--- src/alu_pkg.sv ---
// Arithmetic unit definitions shared by the pipeline stages and the testbench.
// Data is unsigned 16 bits and every result wraps to that width.
// Opcode values equal the raw command bits, so 3'b111 is always ILLEGAL.
`default_nettype none

package alu_pkg;

   localparam int data_w  = 16;              // operand and result width.
   localparam int shamt_w = $clog2(data_w);  // only these low bits of b set the SLL shift.

   // The raw command code maps one to one onto these values.
   typedef enum logic [2:0] {
      ADD     = 3'b000,  // a + b, wraps at data_w bits.
      SUB     = 3'b001,  // a - b, wraps at data_w bits.
      AND     = 3'b010,
      OR      = 3'b011,
      XOR     = 3'b100,
      SLL     = 3'b101,  // a shifted left by b[shamt_w-1:0].
      MUL     = 3'b110,  // low data_w bits of a * b, computed over several cycles.
      ILLEGAL = 3'b111   // gives a zero result with err set.
   } alu_op_e;

   typedef struct packed {
      logic err;   // set only for ILLEGAL commands.
      logic neg;   // copy of the result's top bit.
      logic zero;  // high when the result is all zeros.
   } flags_t;

endpackage

`default_nettype wire

--- src/pipe_pkg.sv ---
// Pipeline definitions for tags, multiply timing and stage payloads.
// The multiply runs one iteration per operand bit and holds its stage meanwhile.
// Payload layouts are packed, so widths are fixed at 39 and 21 bits.
`default_nettype none

package pipe_pkg;

   localparam int tag_w      = 4;                   // command tag, returned unchanged.
   localparam int mul_cycles = alu_pkg::data_w;     // one shift-add step per bit of b.
   localparam int cnt_w      = $clog2(mul_cycles);  // width of the iteration counter.

   // value of the iteration counter during the final multiply step.
   localparam logic [cnt_w-1:0] mul_last = cnt_w'(mul_cycles - 1);

   typedef struct packed {
      alu_pkg::alu_op_e            op;   // decoded opcode.
      logic [alu_pkg::data_w-1:0]  a;
      logic [alu_pkg::data_w-1:0]  b;
      logic [tag_w-1:0]            tag;
   } id_pl_t;

   typedef struct packed {
      logic [alu_pkg::data_w-1:0]  result;
      logic                        err;  // the command was ILLEGAL.
      logic [tag_w-1:0]            tag;
   } ex_pl_t;

endpackage

`default_nettype wire

--- src/pipe_if.sv ---
// Valid/ready link between two pipeline stages, generic in its payload type.
// A transfer happens on a rising edge with valid and ready both high.
// The source keeps valid and pl stable until the transfer or a flush.
`timescale 1ns/1ps
`default_nettype none

interface pipe_if #(
   parameter type pl_t = logic  // payload struct carried by this link.
);

   logic valid;  // source has an item.
   logic ready;  // destination can take it.
   pl_t  pl;     // item contents, meaningful while valid is high.

   modport src (output valid, output pl, input ready);  // upstream stage.
   modport dst (input valid, input pl, output ready);   // downstream stage.

endinterface

`default_nettype wire

--- src/hds_buf.sv ---
// One-slot handshake buffer that controls a stage's valid and ready.
// It tracks only occupancy. The owner stores the payload when p_ce pulses.
// Flush empties the slot, so an item pushed in the flush cycle is lost.
// With bypass set, ready depends combinationally on the downstream pop.
`timescale 1ns/1ps
`default_nettype none

module hds_buf #(
   parameter bit bypass = 1'b1  // a full slot may refill in the cycle it drains.
) (
   input  logic clk,
   input  logic rst_n,
   input  logic flush,
   input  logic a_en,     // allows a_ready to rise.
   input  logic a_valid,
   output logic a_ready,
   input  logic b_en,     // allows b_valid to rise.
   output logic b_valid,
   input  logic b_ready,
   output logic p_ce      // capture strobe for the owner's payload.
);

   logic push;         // input side transfer.
   logic pop;          // output side transfer.
   logic pending;      // slot holds an item.
   logic pending_nxt;

   assign push        = a_valid & a_ready;
   assign pop         = b_valid & b_ready;
   assign pending_nxt = (push | ~pop) & ~flush;  // a push wins over a pop, flush wins over both.

   always_ff @(posedge clk) begin
      if (!rst_n) begin
         pending <= 1'b0;
      end else if (push | pop | flush) begin
         pending <= pending_nxt;  // slot only changes on an event.
      end
   end

   assign b_valid = b_en & pending;

   generate
      if (bypass) begin : g_bypass
         assign a_ready = a_en & (~pending | pop);  // room now or room after this pop.
      end else begin : g_no_bypass
         assign a_ready = a_en & ~pending;
      end
   endgenerate

   assign p_ce = push;

endmodule

`default_nettype wire

--- src/id_stage.sv ---
// First stage. It registers each incoming command and decodes its opcode.
// Any raw code without an operation decodes to ILLEGAL.
// in_ready follows the downstream ready through the bypass path.
`timescale 1ns/1ps
`default_nettype none

module id_stage (
   input  logic                         clk,
   input  logic                         rst_n,
   input  logic                         flush,
   input  logic                         in_valid,
   output logic                         in_ready,
   input  logic [2:0]                   in_op,     // raw opcode bits.
   input  logic [alu_pkg::data_w-1:0]   in_a,
   input  logic [alu_pkg::data_w-1:0]   in_b,
   input  logic [pipe_pkg::tag_w-1:0]   in_tag,
   pipe_if.src                          id_ex      // link to ex_stage.
);

   logic             cap;     // command accepted this cycle.
   alu_pkg::alu_op_e dec_op;  // decoded form of in_op.
   pipe_pkg::id_pl_t pl_q;    // held command.

   // The decode is written out so the enum never depends on a bare cast.
   always_comb begin
      case (in_op)
         3'b000:  dec_op = alu_pkg::ADD;
         3'b001:  dec_op = alu_pkg::SUB;
         3'b010:  dec_op = alu_pkg::AND;
         3'b011:  dec_op = alu_pkg::OR;
         3'b100:  dec_op = alu_pkg::XOR;
         3'b101:  dec_op = alu_pkg::SLL;
         3'b110:  dec_op = alu_pkg::MUL;
         default: dec_op = alu_pkg::ILLEGAL;  // 3'b111 has no operation.
      endcase
   end

   hds_buf u_buf (
      .clk     (clk),
      .rst_n   (rst_n),
      .flush   (flush),
      .a_en    (1'b1),         // decode never stalls on its own.
      .a_valid (in_valid),
      .a_ready (in_ready),
      .b_en    (1'b1),
      .b_valid (id_ex.valid),
      .b_ready (id_ex.ready),
      .p_ce    (cap)
   );

   always_ff @(posedge clk) begin
      if (cap) begin
         pl_q.op  <= dec_op;
         pl_q.a   <= in_a;
         pl_q.b   <= in_b;
         pl_q.tag <= in_tag;
      end
   end

   assign id_ex.pl = pl_q;

endmodule

`default_nettype wire

--- src/ex_stage.sv ---
// Execute stage. Single-cycle operations are computed as the item is captured.
// MUL runs a shift-add loop for mul_cycles cycles and holds the stage meanwhile.
// valid stays low until the product is complete, and no new item enters.
// Flush aborts a running multiply and empties the stage.
`timescale 1ns/1ps
`default_nettype none

module ex_stage (
   input  logic clk,
   input  logic rst_n,
   input  logic flush,
   pipe_if.dst  id_ex,  // from id_stage.
   pipe_if.src  ex_wb   // to wb_stage.
);

   typedef enum logic [1:0] {
      IDLE,     // no multiply pending, the slot may hold a single-cycle result.
      MUL_RUN,  // shift-add iterations in progress.
      DONE      // product is ready and waits for the pop.
   } mul_state_e;

   mul_state_e                        state;
   logic [pipe_pkg::cnt_w-1:0]        bit_cnt;  // index of the current multiply step.
   logic                              push;     // item captured from id_stage.
   logic                              pop;      // item handed to wb_stage.
   logic                              a_en;
   logic                              b_en;
   logic [alu_pkg::data_w-1:0]        alu_res;  // single-cycle result of the incoming item.
   logic [alu_pkg::data_w-1:0]        mcand;    // a, shifted left once per step.
   logic [alu_pkg::data_w-1:0]        mplier;   // b, shifted right once per step.
   pipe_pkg::ex_pl_t                  pl_q;     // result doubles as the product accumulator.

   assign a_en = (state == IDLE) || (state == DONE);  // no intake while the loop runs.
   assign b_en = (state != MUL_RUN);                  // hide the partial product.
   assign pop  = ex_wb.valid & ex_wb.ready;

   hds_buf u_buf (
      .clk     (clk),
      .rst_n   (rst_n),
      .flush   (flush),
      .a_en    (a_en),
      .a_valid (id_ex.valid),
      .a_ready (id_ex.ready),
      .b_en    (b_en),
      .b_valid (ex_wb.valid),
      .b_ready (ex_wb.ready),
      .p_ce    (push)
   );

   always_comb begin
      case (id_ex.pl.op)
         alu_pkg::ADD: alu_res = id_ex.pl.a + id_ex.pl.b;
         alu_pkg::SUB: alu_res = id_ex.pl.a - id_ex.pl.b;
         alu_pkg::AND: alu_res = id_ex.pl.a & id_ex.pl.b;
         alu_pkg::OR:  alu_res = id_ex.pl.a | id_ex.pl.b;
         alu_pkg::XOR: alu_res = id_ex.pl.a ^ id_ex.pl.b;
         alu_pkg::SLL: alu_res = id_ex.pl.a << id_ex.pl.b[alu_pkg::shamt_w-1:0];
         default:      alu_res = '0;  // MUL starts its sum here and ILLEGAL stays zero.
      endcase
   end

   always_ff @(posedge clk) begin
      if (!rst_n) begin
         state   <= IDLE;
         bit_cnt <= '0;
      end else if (flush) begin
         state   <= IDLE;  // a running multiply is dropped.
         bit_cnt <= '0;
      end else if (push) begin
         state   <= (id_ex.pl.op == alu_pkg::MUL) ? MUL_RUN : IDLE;
         bit_cnt <= '0;
      end else if (state == MUL_RUN) begin
         bit_cnt <= bit_cnt + 1'b1;
         if (bit_cnt == pipe_pkg::mul_last) begin
            state <= DONE;  // last step lands in this edge.
         end
      end else if (pop) begin
         state <= IDLE;
      end
   end

   always_ff @(posedge clk) begin
      if (push) begin
         pl_q.result <= alu_res;
         pl_q.err    <= (id_ex.pl.op == alu_pkg::ILLEGAL);
         pl_q.tag    <= id_ex.pl.tag;
         mcand       <= id_ex.pl.a;
         mplier      <= id_ex.pl.b;
      end else if (state == MUL_RUN) begin
         if (mplier[0]) begin
            pl_q.result <= pl_q.result + mcand;  // bits above data_w fall away.
         end
         mcand  <= mcand << 1;
         mplier <= mplier >> 1;
      end
   end

   assign ex_wb.pl = pl_q;

endmodule

`default_nettype wire

--- src/wb_stage.sv ---
// Write-back stage. It registers each result and presents it on the output port.
// zero and neg are derived from the held result, err comes with the payload.
// The item stays on the port while out_ready is low.
`timescale 1ns/1ps
`default_nettype none

module wb_stage (
   input  logic                         clk,
   input  logic                         rst_n,
   input  logic                         flush,
   pipe_if.dst                          ex_wb,       // from ex_stage.
   output logic                         out_valid,
   input  logic                         out_ready,
   output logic [alu_pkg::data_w-1:0]   out_result,
   output alu_pkg::flags_t              out_flags,
   output logic [pipe_pkg::tag_w-1:0]   out_tag
);

   logic                        cap;       // result accepted this cycle.
   logic [alu_pkg::data_w-1:0]  result_q;
   logic                        err_q;
   logic [pipe_pkg::tag_w-1:0]  tag_q;

   hds_buf u_buf (
      .clk     (clk),
      .rst_n   (rst_n),
      .flush   (flush),
      .a_en    (1'b1),
      .a_valid (ex_wb.valid),
      .a_ready (ex_wb.ready),
      .b_en    (1'b1),         // only out_ready can hold this stage.
      .b_valid (out_valid),
      .b_ready (out_ready),
      .p_ce    (cap)
   );

   always_ff @(posedge clk) begin
      if (cap) begin
         result_q <= ex_wb.pl.result;
         err_q    <= ex_wb.pl.err;
         tag_q    <= ex_wb.pl.tag;
      end
   end

   assign out_result = result_q;
   assign out_tag    = tag_q;
   assign out_flags  = '{err: err_q,
                         neg: result_q[alu_pkg::data_w-1],  // sign bit of the result.
                         zero: (result_q == '0)};

endmodule

`default_nettype wire

--- src/alu_pipe_top.sv ---
// Top level of the three-stage arithmetic pipeline with plain ports.
// Up to three commands are in flight, and results leave in acceptance order.
// in_op carries raw opcode bits. Codes without an operation return err.
// in_ready depends combinationally on out_ready through the stage bypass.
`timescale 1ns/1ps
`default_nettype none

module alu_pipe_top (
   input  logic                         clk,
   input  logic                         rst_n,
   input  logic                         flush,       // drops every item in flight.
   input  logic                         in_valid,
   output logic                         in_ready,
   input  logic [2:0]                   in_op,
   input  logic [alu_pkg::data_w-1:0]   in_a,
   input  logic [alu_pkg::data_w-1:0]   in_b,
   input  logic [pipe_pkg::tag_w-1:0]   in_tag,
   output logic                         out_valid,
   input  logic                         out_ready,
   output logic [alu_pkg::data_w-1:0]   out_result,
   output alu_pkg::flags_t              out_flags,
   output logic [pipe_pkg::tag_w-1:0]   out_tag
);

   pipe_if #(.pl_t(pipe_pkg::id_pl_t)) id_to_ex ();  // decoded commands.
   pipe_if #(.pl_t(pipe_pkg::ex_pl_t)) ex_to_wb ();  // computed results.

   id_stage u_id (
      .clk      (clk),
      .rst_n    (rst_n),
      .flush    (flush),
      .in_valid (in_valid),
      .in_ready (in_ready),
      .in_op    (in_op),
      .in_a     (in_a),
      .in_b     (in_b),
      .in_tag   (in_tag),
      .id_ex    (id_to_ex.src)
   );

   ex_stage u_ex (
      .clk   (clk),
      .rst_n (rst_n),
      .flush (flush),
      .id_ex (id_to_ex.dst),
      .ex_wb (ex_to_wb.src)
   );

   wb_stage u_wb (
      .clk        (clk),
      .rst_n      (rst_n),
      .flush      (flush),
      .ex_wb      (ex_to_wb.dst),
      .out_valid  (out_valid),
      .out_ready  (out_ready),
      .out_result (out_result),
      .out_flags  (out_flags),
      .out_tag    (out_tag)
   );

endmodule

`default_nettype wire

--- config.mk ---
export PLATFORM = sky130hd
export DESIGN_NAME = alu_pipe_top
export DESIGN_NICKNAME = d
export VERILOG_FILES = /design/src/alu_pkg.sv /design/src/pipe_pkg.sv /design/src/pipe_if.sv /design/src/hds_buf.sv /design/src/id_stage.sv /design/src/ex_stage.sv /design/src/wb_stage.sv /design/src/alu_pipe_top.sv
export SDC_FILE = /design/constraint.sdc
export NUM_CORES = 1
export LEC_CHECK = 0
export ABC_AREA = 1
export BUFFER_PORTS_ARGS = -buffer_cell sky130_fd_sc_hd__buf_2
export CAP_MARGIN = 40
export CORE_ASPECT_RATIO = 1.1
export CORE_MARGIN = 5
export CORE_UTILIZATION = 45
export CTS_CLUSTER_SIZE = 24
export DETAILED_ROUTE_END_ITERATION = 12
export PLACE_DENSITY = 0.68
export SLEW_MARGIN = 40
export SYNTH_ARGS = -nofsm -noshare
export SYNTH_HDL_FRONTEND = slang
export SYNTH_SLANG_ARGS = --single-unit
--- constraint.sdc ---
create_clock -name clk -period 6.5 [get_ports clk]
set_clock_uncertainty 0.15 [all_clocks]
set_input_delay 0.975 -clock clk [delete_from_list [all_inputs] [get_ports clk]]
set_output_delay 0.975 -clock clk [all_outputs]
set_load 0.01 [all_outputs]
==> metrics.md, run 1 <==
| Metric | Value |
|---|---|
| DP Area | 8340 sq um |
| Power density over the cells | 248 nW/um^2 |
| Startpoint Class | flop |
| Net Sw Power | 0.000608 W |
| Post-synth ARST share | 0% |
| Crit-path max FO | 22 |
| Fin. max-slew vios | 0 |
| Worst path required time | 6.53 ns |
| Synth area leader | edfxtp_1 |
| Layout area overhead | 14.6% |
| Die width | 136 um |
| Largest net degree at the start of global routing | 76 |
| Ports | 69 |
| Remaining DRCs | 0 |
| Maxcap violations | 0 |
| Reg area | 3570 sq um |
| Arr. time, crit path | 4.09 ns |
| Cell mode on critical path | nand2_1 |
| Tcrit/Tclk final | 62.5% |
| Vias in the first global route | 6059 |
| Global-route wire length before repair | 30400 um |
| GRT Total Usage | 19.3% |
| Synth Flop Type | edfxtp_1 |
| Leakage | 4.03 nW |
| Fraction of layout cells with a size suffix above 1 | 13.2% |
| Worst Path Class, Setup | flop to flop |
| Gpl congestion | 0.944 |
| Std cell rows | 50 |
| Synth cell types | 44 |
| DR vias | 6434 |
| Maximum clock rate | 246 MHz |
| GRT overflow | 0 |
| CTS H-Tree Depth | 4 |
| Mapped Nets | 1032 |
| Slew HR | 42.8% |
| Sw frac | 27.4% |
| Die area | 20100 sq um |
| Outcome | finished clean |
| WL final | 19200 um |
| Ys Warns | 0 |
| Nets | 1094 |
| Area of the multi-input gates | 3740 sq um |
| Register area share after synthesis | 45.7% |
| Ant. Diodes | 0 |
| RSZ-0062 raised after global routing | false |
| Worst Tran Pin Value | 0.859 ns |
| Hold crit path type | flop to flop |
| EDFF count, synth | 113 |
| Final setup fails | 0 |
| Worst-path clk slew | 0.06 ns |
| Via density | 5.23 |
| Setup crit end kind | flop |
| Synthesized netlist cell count | 921 |
| Area contributors post-synth | edfxtp_1, nand2_1, ha_1 |
| Fin Setup TNS | 0 ns |
| Core ar. | 17100 sq um |
| Fin crit period | 4.06 ns |
| Hold WS | 0.270 ns |
| Sequential power share | 41.4% |
| Post-CTS Setup Repair Bufs | 0 |
| CTS buffer count | 17 |
| Total iterations of the first detailed-routing run | 6 |
| Logic pwr share | 14.0% |
| DP HPWL | 14400 um |
| Top-area cell type share of the netlist area | 43.4% |
| Filler Cells Inserted | 1549 |
| Post-Layout Inst Area | 8960 sq um |
| Cell Chain, Critical Path | inv_1 > ha_1 > nand3_1 > nor2_1 > nand4_1 > nor2_1 > nand2_1 > nand2_1 > o21ai_0 > xor2_1 > ha_1 > nand2_1 > inv_1 > a21oi_1 > nand2_1 > a21oi_1 > nand3_1 > nand3_1 > nand2_1 > nand2_1 > nand2_1 |
| Commonest non-fill, non-tap cell in the layout | nand2_1 |
| Maximum vdd drop | 0.180 mV |
| Clock share of power | 44.7% |
| Final Util | 52.5% |
| Root Buffer | clkbuf_16 |
| Hold Violations, Final | 0 |
| Int Power | 0.00161 W |
| Clk sinks | 122 |
| Number of synthesized register bits | 122 |
| CP max stage delay | 0.57 ns |
| CTS resizes | 0 |
| IO Port Bufs | 68 |
| Clk Latency, worst-skew pair | 0.42 ns |
| Master of the slowest instance on the critical path | edfxtp_1 |
| Drt initial violations | 554 |
| Average wire per standard cell | 15.6 um |
| ANT nets after route | 0 |
| Place WS | 2.56 ns |
| Most frequent cells in the layout | nand2_1, edfxtp_1, inv_1, o21ai_0, buf_2 |
| Syn_area_per_cell | 8.49 sq um |
| DIE HEIGHT | 148 um |
| TritonCTS clock tree | yes |
| Synthesized area | 7810 sq um |
| Starting Density | 45.8% |
| Final setup margin | 2.44 ns |
| Antenna violations before repair | 0 |
| Hold buffers post-CTS | 0 |
| CTS max path bufs | 2 |
-- registers in the layout, indices dropped and copies added (netlist names), 2 cells and up --
signal / count
u_ex.bit_cnt: 4
u_ex.ex_wb.pl: 21
u_ex.mcand: 16
u_ex.mplier: 16
u_ex.state: 2
u_id.id_ex.pl: 39
u_wb.out_result: 16
u_wb.out_tag: 4
-- power groups by stage --
stage | registers, W | clock network (W) | logic (W)
detailed placement | 0.000934 | 0 | 0.000304
global placement | 0.000935 | 0 | 0.000298
floorplan | 0.000924 | 0 | 0.000226
CTS | 0.000918 | 0.00101 | 0.000306
global route | 0.000921 | 0.00104 | 0.000349
finish | 0.000918 | 0.000991 | 0.000310
-- stage by stage --
stage	instances	power, W
5_1_grt	1230	0.00231
4_1_cts	1230	0.00223
6_report	1230	0.00222
3_3_place_gp	1197	0.00123
2_1_floorplan	921	0.00115
3_5_place_dp	1198	0.00124
-- worst max-delay path, delay by kind of cell, from the launching register on --
| family | cells | cell delay [ns] |
|---|---|---|
| AND/OR/NAND/NOR | 13 | 1.23 |
| AO/OA/AOI/OAI | 3 | 0.44 |
| buffers and inverters | 2 | 0.61 |
| XOR/XNOR | 1 | 0.16 |
| adder cells (fa/ha/maj) | 2 | 0.63 |
| flip-flops | 1 | 0.57 |
-- path summary, 6_finish.rpt --
check / from / end / slack, ns / cells past startpoint
setup / recovery: u_id.id_ex.pl[5] / u_ex.ex_wb.pl[20] / 2.44 / 21
hold / removal: u_ex.ex_wb.pl[3] / u_wb.out_tag[3] / 0.27 / 0
setup reg to reg: u_id.id_ex.pl[5] / u_ex.ex_wb.pl[20] / 2.44 / 21
hold reg to reg: u_ex.ex_wb.pl[3] / u_wb.out_tag[3] / 0.27 / 0
-- Yosys cell counts, types with 5 or more instances --
cell,instances
inv_2,5
buf_4,6
dfxtp_1,9
inv_1,89
buf_2,15
a221oi_1,5
nand3_1,60
nor3_1,6
edfxtp_1,113
xnor2_1,7
o211ai_1,6
ha_1,65
nand2_1,266
xor2_1,13
nor2_1,56
o21ai_1,6
a21oi_1,54
o21ai_0,75
nor4_1,5
a21o_1,5
clkbuf_1,8
or2_2,7
-- metal layers --
layer	GRT usage [%]	wire length [um]
met4	5.90	324
met2	30.8	8800
met5	0	0
met1	27.3	8750
met3	3.08	1340
-- area by class of cell --
cell class,instances,area share [%]
sequential,122,39.9
inverter,94,3.94
clock inverter,15,2.12
tap,234,3.27
timing repair buffer,74,4.34
multi-input combinational,674,41.7
clock buffer,17,4.75
-- cell families (layout without fill, tap and decap cells) --
| kind of cell | count (synthesis) | in the layout | share of synthesized area [%] |
|---|---|---|---|
| compound gates | 169 | 169 | 12.1 |
| xor+xnor | 20 | 20 | 2.24 |
| fa+ha+maj | 67 | 67 | 10.9 |
| buf+inv | 125 | 200 | 6.63 |
| flops | 122 | 122 | 45.7 |
| mux | 1 | 1 | 0.128 |
| simple gates | 417 | 417 | 22.2 |
(Power assumes the default switching activity.)
==> run 2, diff against run 1 <==
- ABC_AREA: 1 -> 0
- PLACE_DENSITY: 0.68 -> 0.71
- clock period: 6.5 -> 3.6 ns (I/O delays scaled with it)
==> run 2 against run 1 <==
Non-clock buffer count up 21. Sequential share of layout area up 0.21 points. Cell count down 16%. Critical path type unchanged. Clock power up 79%. Setup slack worse by 2.3 ns. Core utilization up 0.30 points. Highest routed layer unchanged. Clock-buffer cell count up 3. Critical endpoint is now u_ex.ex_wb.pl[16]. Synthesized cell count down 20%. Global-route usage up 0.067 points.
==> metrics.md, run 2 <==
| Metric | Value |
|---|---|
| Outcome | finished clean (unchanged) |
| Hold Violations, Final | 0 (unchanged) |
| GRT overflow | 0 (unchanged) |
| ANT nets after route | 0 (unchanged) |
| Remaining DRCs | 0 (unchanged) |
| Filler Cells Inserted | 1531 (was 1549) |
| Die area | 19700 sq um (was 20100 sq um) |
| DP HPWL | 14100 um (was 14400 um) |
| Maximum clock rate | 293 MHz (was 246 MHz) |
| Master of the slowest instance on the critical path | o31a_2 (was edfxtp_1) |
| Fraction of layout cells with a size suffix above 1 | 17.9% (was 13.2%) |
| Startpoint Class | flop (unchanged) |
| Synth area leader | edfxtp_1 (unchanged) |
| Number of synthesized register bits | 122 (unchanged) |
| Post-synth ARST share | 0% (unchanged) |
| DIE HEIGHT | 147 um (was 148 um) |
| Sw frac | 27.1% (was 27.4%) |
| Logic pwr share | 19.5% (was 14.0%) |
| WL final | 18800 um (was 19200 um) |
| Starting Density | 45.3% (was 45.8%) |
| Final setup fails | 0 (unchanged) |
| CTS max path bufs | 2 (unchanged) |
| Top-area cell type share of the netlist area | 44.4% (was 43.4%) |
| DR vias | 5868 (was 6434) |
| Antenna violations before repair | 0 (unchanged) |
| Max FFs per register | 39 (unchanged) |
| IO Port Bufs | 68 (unchanged) |
| Die width | 134 um (was 136 um) |
| Worst Tran Pin Value | 0.816 ns (was 0.859 ns) |
| Synth Flop Type | edfxtp_1 (unchanged) |
| Fin crit period | 3.41 ns (was 4.06 ns) |
| Tcrit/Tclk final | 94.8% (was 62.5%) |
| CTS H-Tree Depth | 4 (unchanged) |
| Crit-path max FO | 5 (was 22) |
| Worst path required time | 3.62 ns (was 6.53 ns) |
| Syn_area_per_cell | 10.4 sq um (was 8.49 sq um) |
| Vias in the first global route | 5550 (was 6059) |
| Most frequent cells in the layout | edfxtp_1, nand2_1, o21ai_0, buf_2, ha_1 (was nand2_1, edfxtp_1, inv_1, o21ai_0, buf_2) |
| Gpl congestion | 0.932 (was 0.944) |
| Arr. time, crit path | 3.43 ns (was 4.09 ns) |
| Total iterations of the first detailed-routing run | 5 (was 6) |
| CTS buffer count | 17 (unchanged) |
| Commonest non-fill, non-tap cell in the layout | edfxtp_1 (was nand2_1) |
| Sequential power share | 39.3% (was 41.4%) |
| Largest net degree at the start of global routing | 47 (was 76) |
| Ports | 69 (unchanged) |
| Ys Warns | 0 (unchanged) |
| Area contributors post-synth | edfxtp_1, ha_1, o21ai_0 (was edfxtp_1, nand2_1, ha_1) |
| RSZ-0062 raised after global routing | false (unchanged) |
| TritonCTS clock tree | yes (unchanged) |
| Register area share after synthesis | 46.8% (was 45.7%) |
| Average wire per standard cell | 18.1 um (was 15.6 um) |
| Fin. max-slew vios | 0 (unchanged) |
| Root Buffer | clkbuf_16 (unchanged) |
| Net Sw Power | 0.00116 W (was 0.000608 W) |
| Cell Chain, Critical Path | nor2_1 > and2_0 > buf_4 > a21oi_1 > xnor2_1 > ha_1 > a211o_1 > o31a_2 > a31o_1 > a21oi_2 > xnor2_1 > a221o_1 (was inv_1 > ha_1 > nand3_1 > nor2_1 > nand4_1 > nor2_1 > nand2_1 > nand2_1 > o21ai_0 > xor2_1 > ha_1 > nand2_1 > inv_1 > a21oi_1 > nand2_1 > a21oi_1 > nand3_1 > nand3_1 > nand2_1 > nand2_1 > nand2_1) |
| CP max stage delay | 0.39 ns (was 0.57 ns) |
| Clk sinks | 122 (unchanged) |
| Commonest cells post-synth | edfxtp_1, nand2_1, o21ai_0 (was nand2_1, edfxtp_1, inv_1) |
| Power density over the cells | 482 nW/um^2 (was 248 nW/um^2) |
| Synthesized area | 7640 sq um (was 7810 sq um) |
| Synth cell types | 72 (was 44) |
| Final non-filler cell total | 1037 (was 1230) |
| Area of the multi-input gates | 3750 sq um (was 3740 sq um) |
| Maximum vdd drop | 0.332 mV (was 0.180 mV) |
| Dpl cells | 1005 (was 1198) |
| Via density | 5.66 (was 5.23) |
| EDFF count, synth | 113 (unchanged) |
| Top-count cell post-synth | edfxtp_1 (was nand2_1) |
| Nets | 927 (was 1094) |
| Std cell rows | 50 (unchanged) |
| Leakage | 3.62 nW (was 4.03 nW) |
| Worst Path Class, Setup | flop to flop (unchanged) |
| Worst-path clk slew | 0.06 ns (about the same) |
| Core ar. | 16900 sq um (was 17100 sq um) |
| GRT Total Usage | 19.4% (was 19.3%) |
| Mapped Nets | 848 (was 1032) |
| Setup crit end kind | flop (unchanged) |
| Maxcap violations | 0 (unchanged) |
| Layout area overhead | 16.6% (was 14.6%) |
| Clk Latency, worst-skew pair | 0.42 ns (about the same) |
| Global-route wire length before repair | 29600 um (was 30400 um) |
| DP Area | 8280 sq um (was 8340 sq um) |
| Hold WS | 0.136 ns (was 0.270 ns) |
| Cell mode on critical path | xnor2_1 (was nand2_1) |
| Ant. Diodes | 0 (unchanged) |
| Drt initial violations | 520 (was 554) |
| Slew HR | 45.4% (was 42.8%) |
| Hold crit path type | input port to flop (was flop to flop) |
| Post-CTS Setup Repair Bufs | 0 (unchanged) |
| Post-Layout Inst Area | 8910 sq um (was 8960 sq um) |
| Synthesized netlist cell count | 737 (was 921) |
| Fin Setup TNS | 0 ns (unchanged) |
| Int Power | 0.00313 W (was 0.00161 W) |
| Clock share of power | 41.2% (was 44.7%) |
| Reg area | 3570 sq um (unchanged) |
## run 2: changes by cell type after synthesis, sizes merged, moves of 12 or more
cell	previous run	this run
xnor2	7	30
nand3	62	8
clkbuf	8	22
mux2i	1	17
nor2	58	46
nand2	268	86
inv	94	45
## run 2: final timing paths
kind	from	end	slack [ns]	cells past startpoint
worst max-delay path	u_id.id_ex.pl[37]	u_ex.ex_wb.pl[16]	0.19	12
worst min register to register	u_ex.ex_wb.pl[3]	u_wb.out_tag[3]	0.27	0
worst min-delay path	in_a[6]	u_id.id_ex.pl[26]	0.14	1
worst max register to register	u_id.id_ex.pl[37]	u_ex.ex_wb.pl[16]	0.19	12
## run 2: worst max-delay path: cells and delay by family (launching register included)
| family | cells | cell delay (ns) |
|---|---|---|
| compound gates | 6 | 1.45 |
| simple gates | 2 | 0.46 |
| flops | 1 | 0.38 |
| fa+ha+maj | 1 | 0.32 |
| xor+xnor | 2 | 0.23 |
| buf+inv | 1 | 0.17 |
## run 2: kinds of logic after synthesis
family | share of synthesized area, %
flops | 46.8
buf+inv | 4.45
fa+ha+maj | 11.2
compound gates | 16.4
mux | 4.88
simple gates | 11.8
xor+xnor | 4.58
## run 2: metrics by stage
step	setup slack, ns	utilization [%]	power, W
after floorplan	0.121	-	0.00229
after global placement	0.209	49.0	0.00252
after detailed placement	0.154	49.0	0.00253
after CTS	0.147	52.7	0.00431
after global routing	0.00956	52.8	0.00448
final	0.186	52.8	0.00430
## run 2: area by class of cell
| type | count | area share [%] |
|---|---|---|
| sequential | 122 | 40.1 |
| timing repair buffer | 95 | 6.09 |
| tap | 208 | 2.92 |
| inverter | 46 | 1.94 |
| clock buffer | 20 | 4.90 |
| clock inverter | 12 | 1.95 |
| multi-input combinational | 534 | 42.1 |
## run 2: layer usage
layer  GRT usage, %  part of all wire [%]
met5              0                     0
met2           29.9                    45
met4           8.71                   3.0
met3           3.63                   5.4
met1           26.7                    46
## run 2: power groups by stage
stage / Clock [W] / Combinational, W / Sequential (W)
floorplan: 0 / 0.000595 / 0.00169
global placement: 0 / 0.000806 / 0.00171
detailed placement: 0 / 0.000814 / 0.00172
CTS: 0.00180 / 0.000822 / 0.00169
global route: 0.00186 / 0.000922 / 0.00170
finish: 0.00177 / 0.000837 / 0.00169
## run 2: what timing repair did
action	4_1_cts	5_1_grt
hold buffers	0	0
resized for setup	0	3
setup endpoints to repair	0	4
==> run 3, diff against run 2 <==
- PLACE_DENSITY: 0.71 -> 0.7
- SYNTH_HIERARCHICAL: default -> 1
==> run 3 against run 2 <==
Core utilization is 1.2 points higher. Sequential power is 5% lower. Cell count is 2.6% higher. First-iteration DRC count is 7.3% lower. Area after synthesis is 3.2% higher. Worst hold slack better by 0.013 ns. Design area is 3.7% higher. Register-to-register slack better by 0.07 ns.
==> metrics.md, run 3 <==
| Metric | Value |
|---|---|
| Largest net degree at the start of global routing | 59 (was 47) |
| Number of synthesized register bits | 122 (unchanged) |
| Synth area leader | edfxtp_1 (unchanged) |
| Setup crit end kind | flop (unchanged) |
| Starting Density | 46.0% (was 45.3%) |
| Most frequent cells in the layout | edfxtp_1, buf_2, ha_1, inv_1, nor2_1 (was edfxtp_1, nand2_1, o21ai_0, buf_2, ha_1) |
| CTS buffer count | 17 (unchanged) |
| Buf/Inv on CP | 1 (unchanged) |
| Top-count cell post-synth | edfxtp_1 (unchanged) |
| Hold buffers post-CTS | 0 (unchanged) |
| Top-area cell type share of the netlist area | 43.0% (was 44.4%) |
| Area contributors post-synth | edfxtp_1, ha_1, mux2_2 (was edfxtp_1, ha_1, o21ai_0) |
| DP HPWL | 14100 um (about the same) |
| Total iterations of the first detailed-routing run | 5 (unchanged) |
| Final setup fails | 0 (unchanged) |
| Filler Cells Inserted | 1538 (was 1531) |
| IO Port Bufs | 68 (unchanged) |
| Ant. Diodes | 0 (unchanged) |
| Nets | 928 (was 927) |
| Maximum vdd drop | 0.299 mV (was 0.332 mV) |
| TritonCTS clock tree | yes (unchanged) |
| Global-route wire length before repair | 30400 um (was 29600 um) |
| Worst path required time | 3.61 ns (was 3.62 ns) |
| Tcrit/Tclk final | 93.0% (was 94.8%) |
| Final non-filler cell total | 1064 (was 1037) |
| Average wire per standard cell | 17.7 um (was 18.1 um) |
| Worst-path clk slew | 0.05 ns (was 0.06 ns) |
| Power density over the cells | 410 nW/um^2 (was 482 nW/um^2) |
| RSZ-0062 raised after global routing | false (unchanged) |
| Post-synth ARST share | 0% (unchanged) |
| Master of the slowest instance on the critical path | edfxtp_1 (was o31a_2) |
| Synthesized netlist cell count | 730 (was 737) |
| Antenna violations before repair | 0 (unchanged) |
| Core ar. | 17100 sq um (was 16900 sq um) |
| DIE HEIGHT | 149 um (was 147 um) |
| Root Buffer | clkbuf_16 (unchanged) |
| CTS H-Tree Depth | 4 (unchanged) |
| Worst Path Class, Setup | flop to flop (unchanged) |
| Via density | 5.51 (was 5.66) |
| Crit-path leading delay family | compound AO/OA/AOI/OAI gates (unchanged) |
| Ports | 69 (unchanged) |
| Fin. max-slew vios | 0 (unchanged) |
| Gpl congestion | 0.969 (was 0.932) |
| Synthesized area | 7890 sq um (was 7640 sq um) |
| Arr. time, crit path | 3.36 ns (was 3.43 ns) |
| Vias in the first global route | 5806 (was 5550) |
| Maximum clock rate | 299 MHz (was 293 MHz) |
| GRT overflow | 0 (unchanged) |
| Synth Flop Type | edfxtp_1 (unchanged) |
| Commonest non-fill, non-tap cell in the layout | edfxtp_1 (unchanged) |
| WL final | 18900 um (was 18800 um) |
| Die area | 20300 sq um (was 19700 sq um) |
| Ys Warns | 6 (was 0) |
| Max FFs per register | 39 (unchanged) |
| Fin Setup TNS | 0 ns (unchanged) |
| Worst Tran Pin Value | 0.611 ns (was 0.816 ns) |
| ANT nets after route | 0 (unchanged) |
| Remaining DRCs | 0 (unchanged) |
| Layout area overhead | 17.2% (was 16.6%) |
| Clk sinks | 122 (unchanged) |
| DR vias | 5862 (was 5868) |
| Leakage | 3.69 nW (was 3.62 nW) |
| Maxcap violations | 0 (unchanged) |
| Synth cell types | 70 (was 72) |
| Hold crit path type | input port to flop (unchanged) |
| Crit-path max FO | 8 (was 5) |
| Startpoint Class | flop (unchanged) |
| Register area share after synthesis | 45.3% (was 46.8%) |
| Drt initial violations | 482 (was 520) |
| Commonest cells post-synth | edfxtp_1, ha_1, inv_1 (was edfxtp_1, nand2_1, o21ai_0) |
| Cell Chain, Critical Path | inv_1 > ha_1 > nand3_1 > nor2_1 > a41oi_1 > xnor2_1 > ha_1 > and3_1 > o2111ai_1 > a21oi_1 > o21ai_0 > xnor2_1 > a21oi_1 > nor2_1 (was nor2_1 > and2_0 > buf_4 > a21oi_1 > xnor2_1 > ha_1 > a211o_1 > o31a_2 > a31o_1 > a21oi_2 > xnor2_1 > a221o_1) |
| CP max stage delay | 0.50 ns (was 0.39 ns) |
| Std cell rows | 50 (unchanged) |
| Die width | 136 um (was 134 um) |
| Fin crit period | 3.35 ns (was 3.41 ns) |
| Clk Latency, worst-skew pair | 0.41 ns (was 0.42 ns) |
| Outcome | finished clean (unchanged) |
| GRT Total Usage | 19.3% (was 19.4%) |
| CTS max path bufs | 2 (unchanged) |
| EDFF count, synth | 113 (unchanged) |
| Fraction of layout cells with a size suffix above 1 | 22.0% (was 17.9%) |
| Hold Violations, Final | 0 (unchanged) |
| Syn_area_per_cell | 10.8 sq um (was 10.4 sq um) |
| Dpl cells | 1030 (was 1005) |
| Slew HR | 59.1% (was 45.4%) |
[run 3: cell types whose count changed after synthesis, moves of 6 or more]
cell      before  now
nand3_1        8   15
nand2_1       85   44
xor2_1        10    4
a21oi_1       43   51
o211ai_1       3   10
inv_1         44   54
mux2i_1       17   25
o21ai_0       75   28
nor2_1        46   52
mux2_2         4   37
[run 3: power breakdown]
part / internal [W] / switching, W
registers: 0.00158 / 0.0000328
logic: 0.000189 / 0.000246
clock network: 0.00117 / 0.000576
[run 3: cells by family after synthesis]
family | after synthesis | synth area share [%]
compound gates | 171 | 14.8
buf+inv | 87 | 4.42
other cells | 2 | 0.0952
fa+ha+maj | 67 | 10.8
mux | 65 | 9.31
simple gates | 179 | 11.1
xor+xnor | 37 | 4.11
flops | 122 | 45.3
[run 3: what timing repair did]
action | CTS | global route
buffers inserted | 0 | 2
setup endpoints to repair | 0 | 1
endpoints found under the hold margin | 0 | 0
resized for setup | 0 | 4
[run 3: cell type report]
type | count | area, sq um | share of cell area, %
Tap cell | 234 | 293 | 3.17
Clock buffer | 24 | 462 | 4.99
Timing Repair Buffer | 94 | 548 | 5.93
Inverter | 55 | 206 | 2.23
Clock inverter | 8 | 144 | 1.56
Sequential cell | 122 | 3570 | 38.7
Multi-Input combinational cell | 527 | 4020 | 43.5
[run 3: worst paths after layout]
check / start / end / slack, ns / cells past startpoint
max: u_id/id_ex.pl[5] / u_ex/ex_wb.pl[20] / 0.25 / 14
min: in_a[15] / u_id/id_ex.pl[35] / 0.15 / 1
max reg2reg: u_id/id_ex.pl[5] / u_ex/ex_wb.pl[20] / 0.25 / 14
min reg2reg: u_ex/ex_wb.pl[0] / u_wb/out_tag[0] / 0.27 / 0
[run 3: metal layers]
layer / vias to the layer above / GRT usage, % / share of wire [%]
met4: 0 / 7.06 / 2.3
met1: 2803 / 26.1 / 45
met5: - / 0 / 0
met2: 170 / 30.6 / 47
met3: 26 / 4.12 / 5.0
li1: 2863 / - / -
[run 3: per-stage QoR]
| stage | util, % | cell area, sq um | setup slack [ns] | power (W) | hold slack (ns) |
|---|---|---|---|---|---|
| after global placement | 50.2 | 8610 | 0.260 | 0.00206 | 0.250 |
| after CTS | 53.8 | 9220 | 0.130 | 0.00382 | 0.132 |
| after global routing | 53.9 | 9240 | 0.0270 | 0.00395 | 0.130 |
| after detailed placement | 50.2 | 8610 | 0.147 | 0.00206 | 0.255 |
| final | 53.9 | 9240 | 0.253 | 0.00379 | 0.149 |
| after floorplan | - | 7910 | 0.144 | 0.00193 | 0.250 |
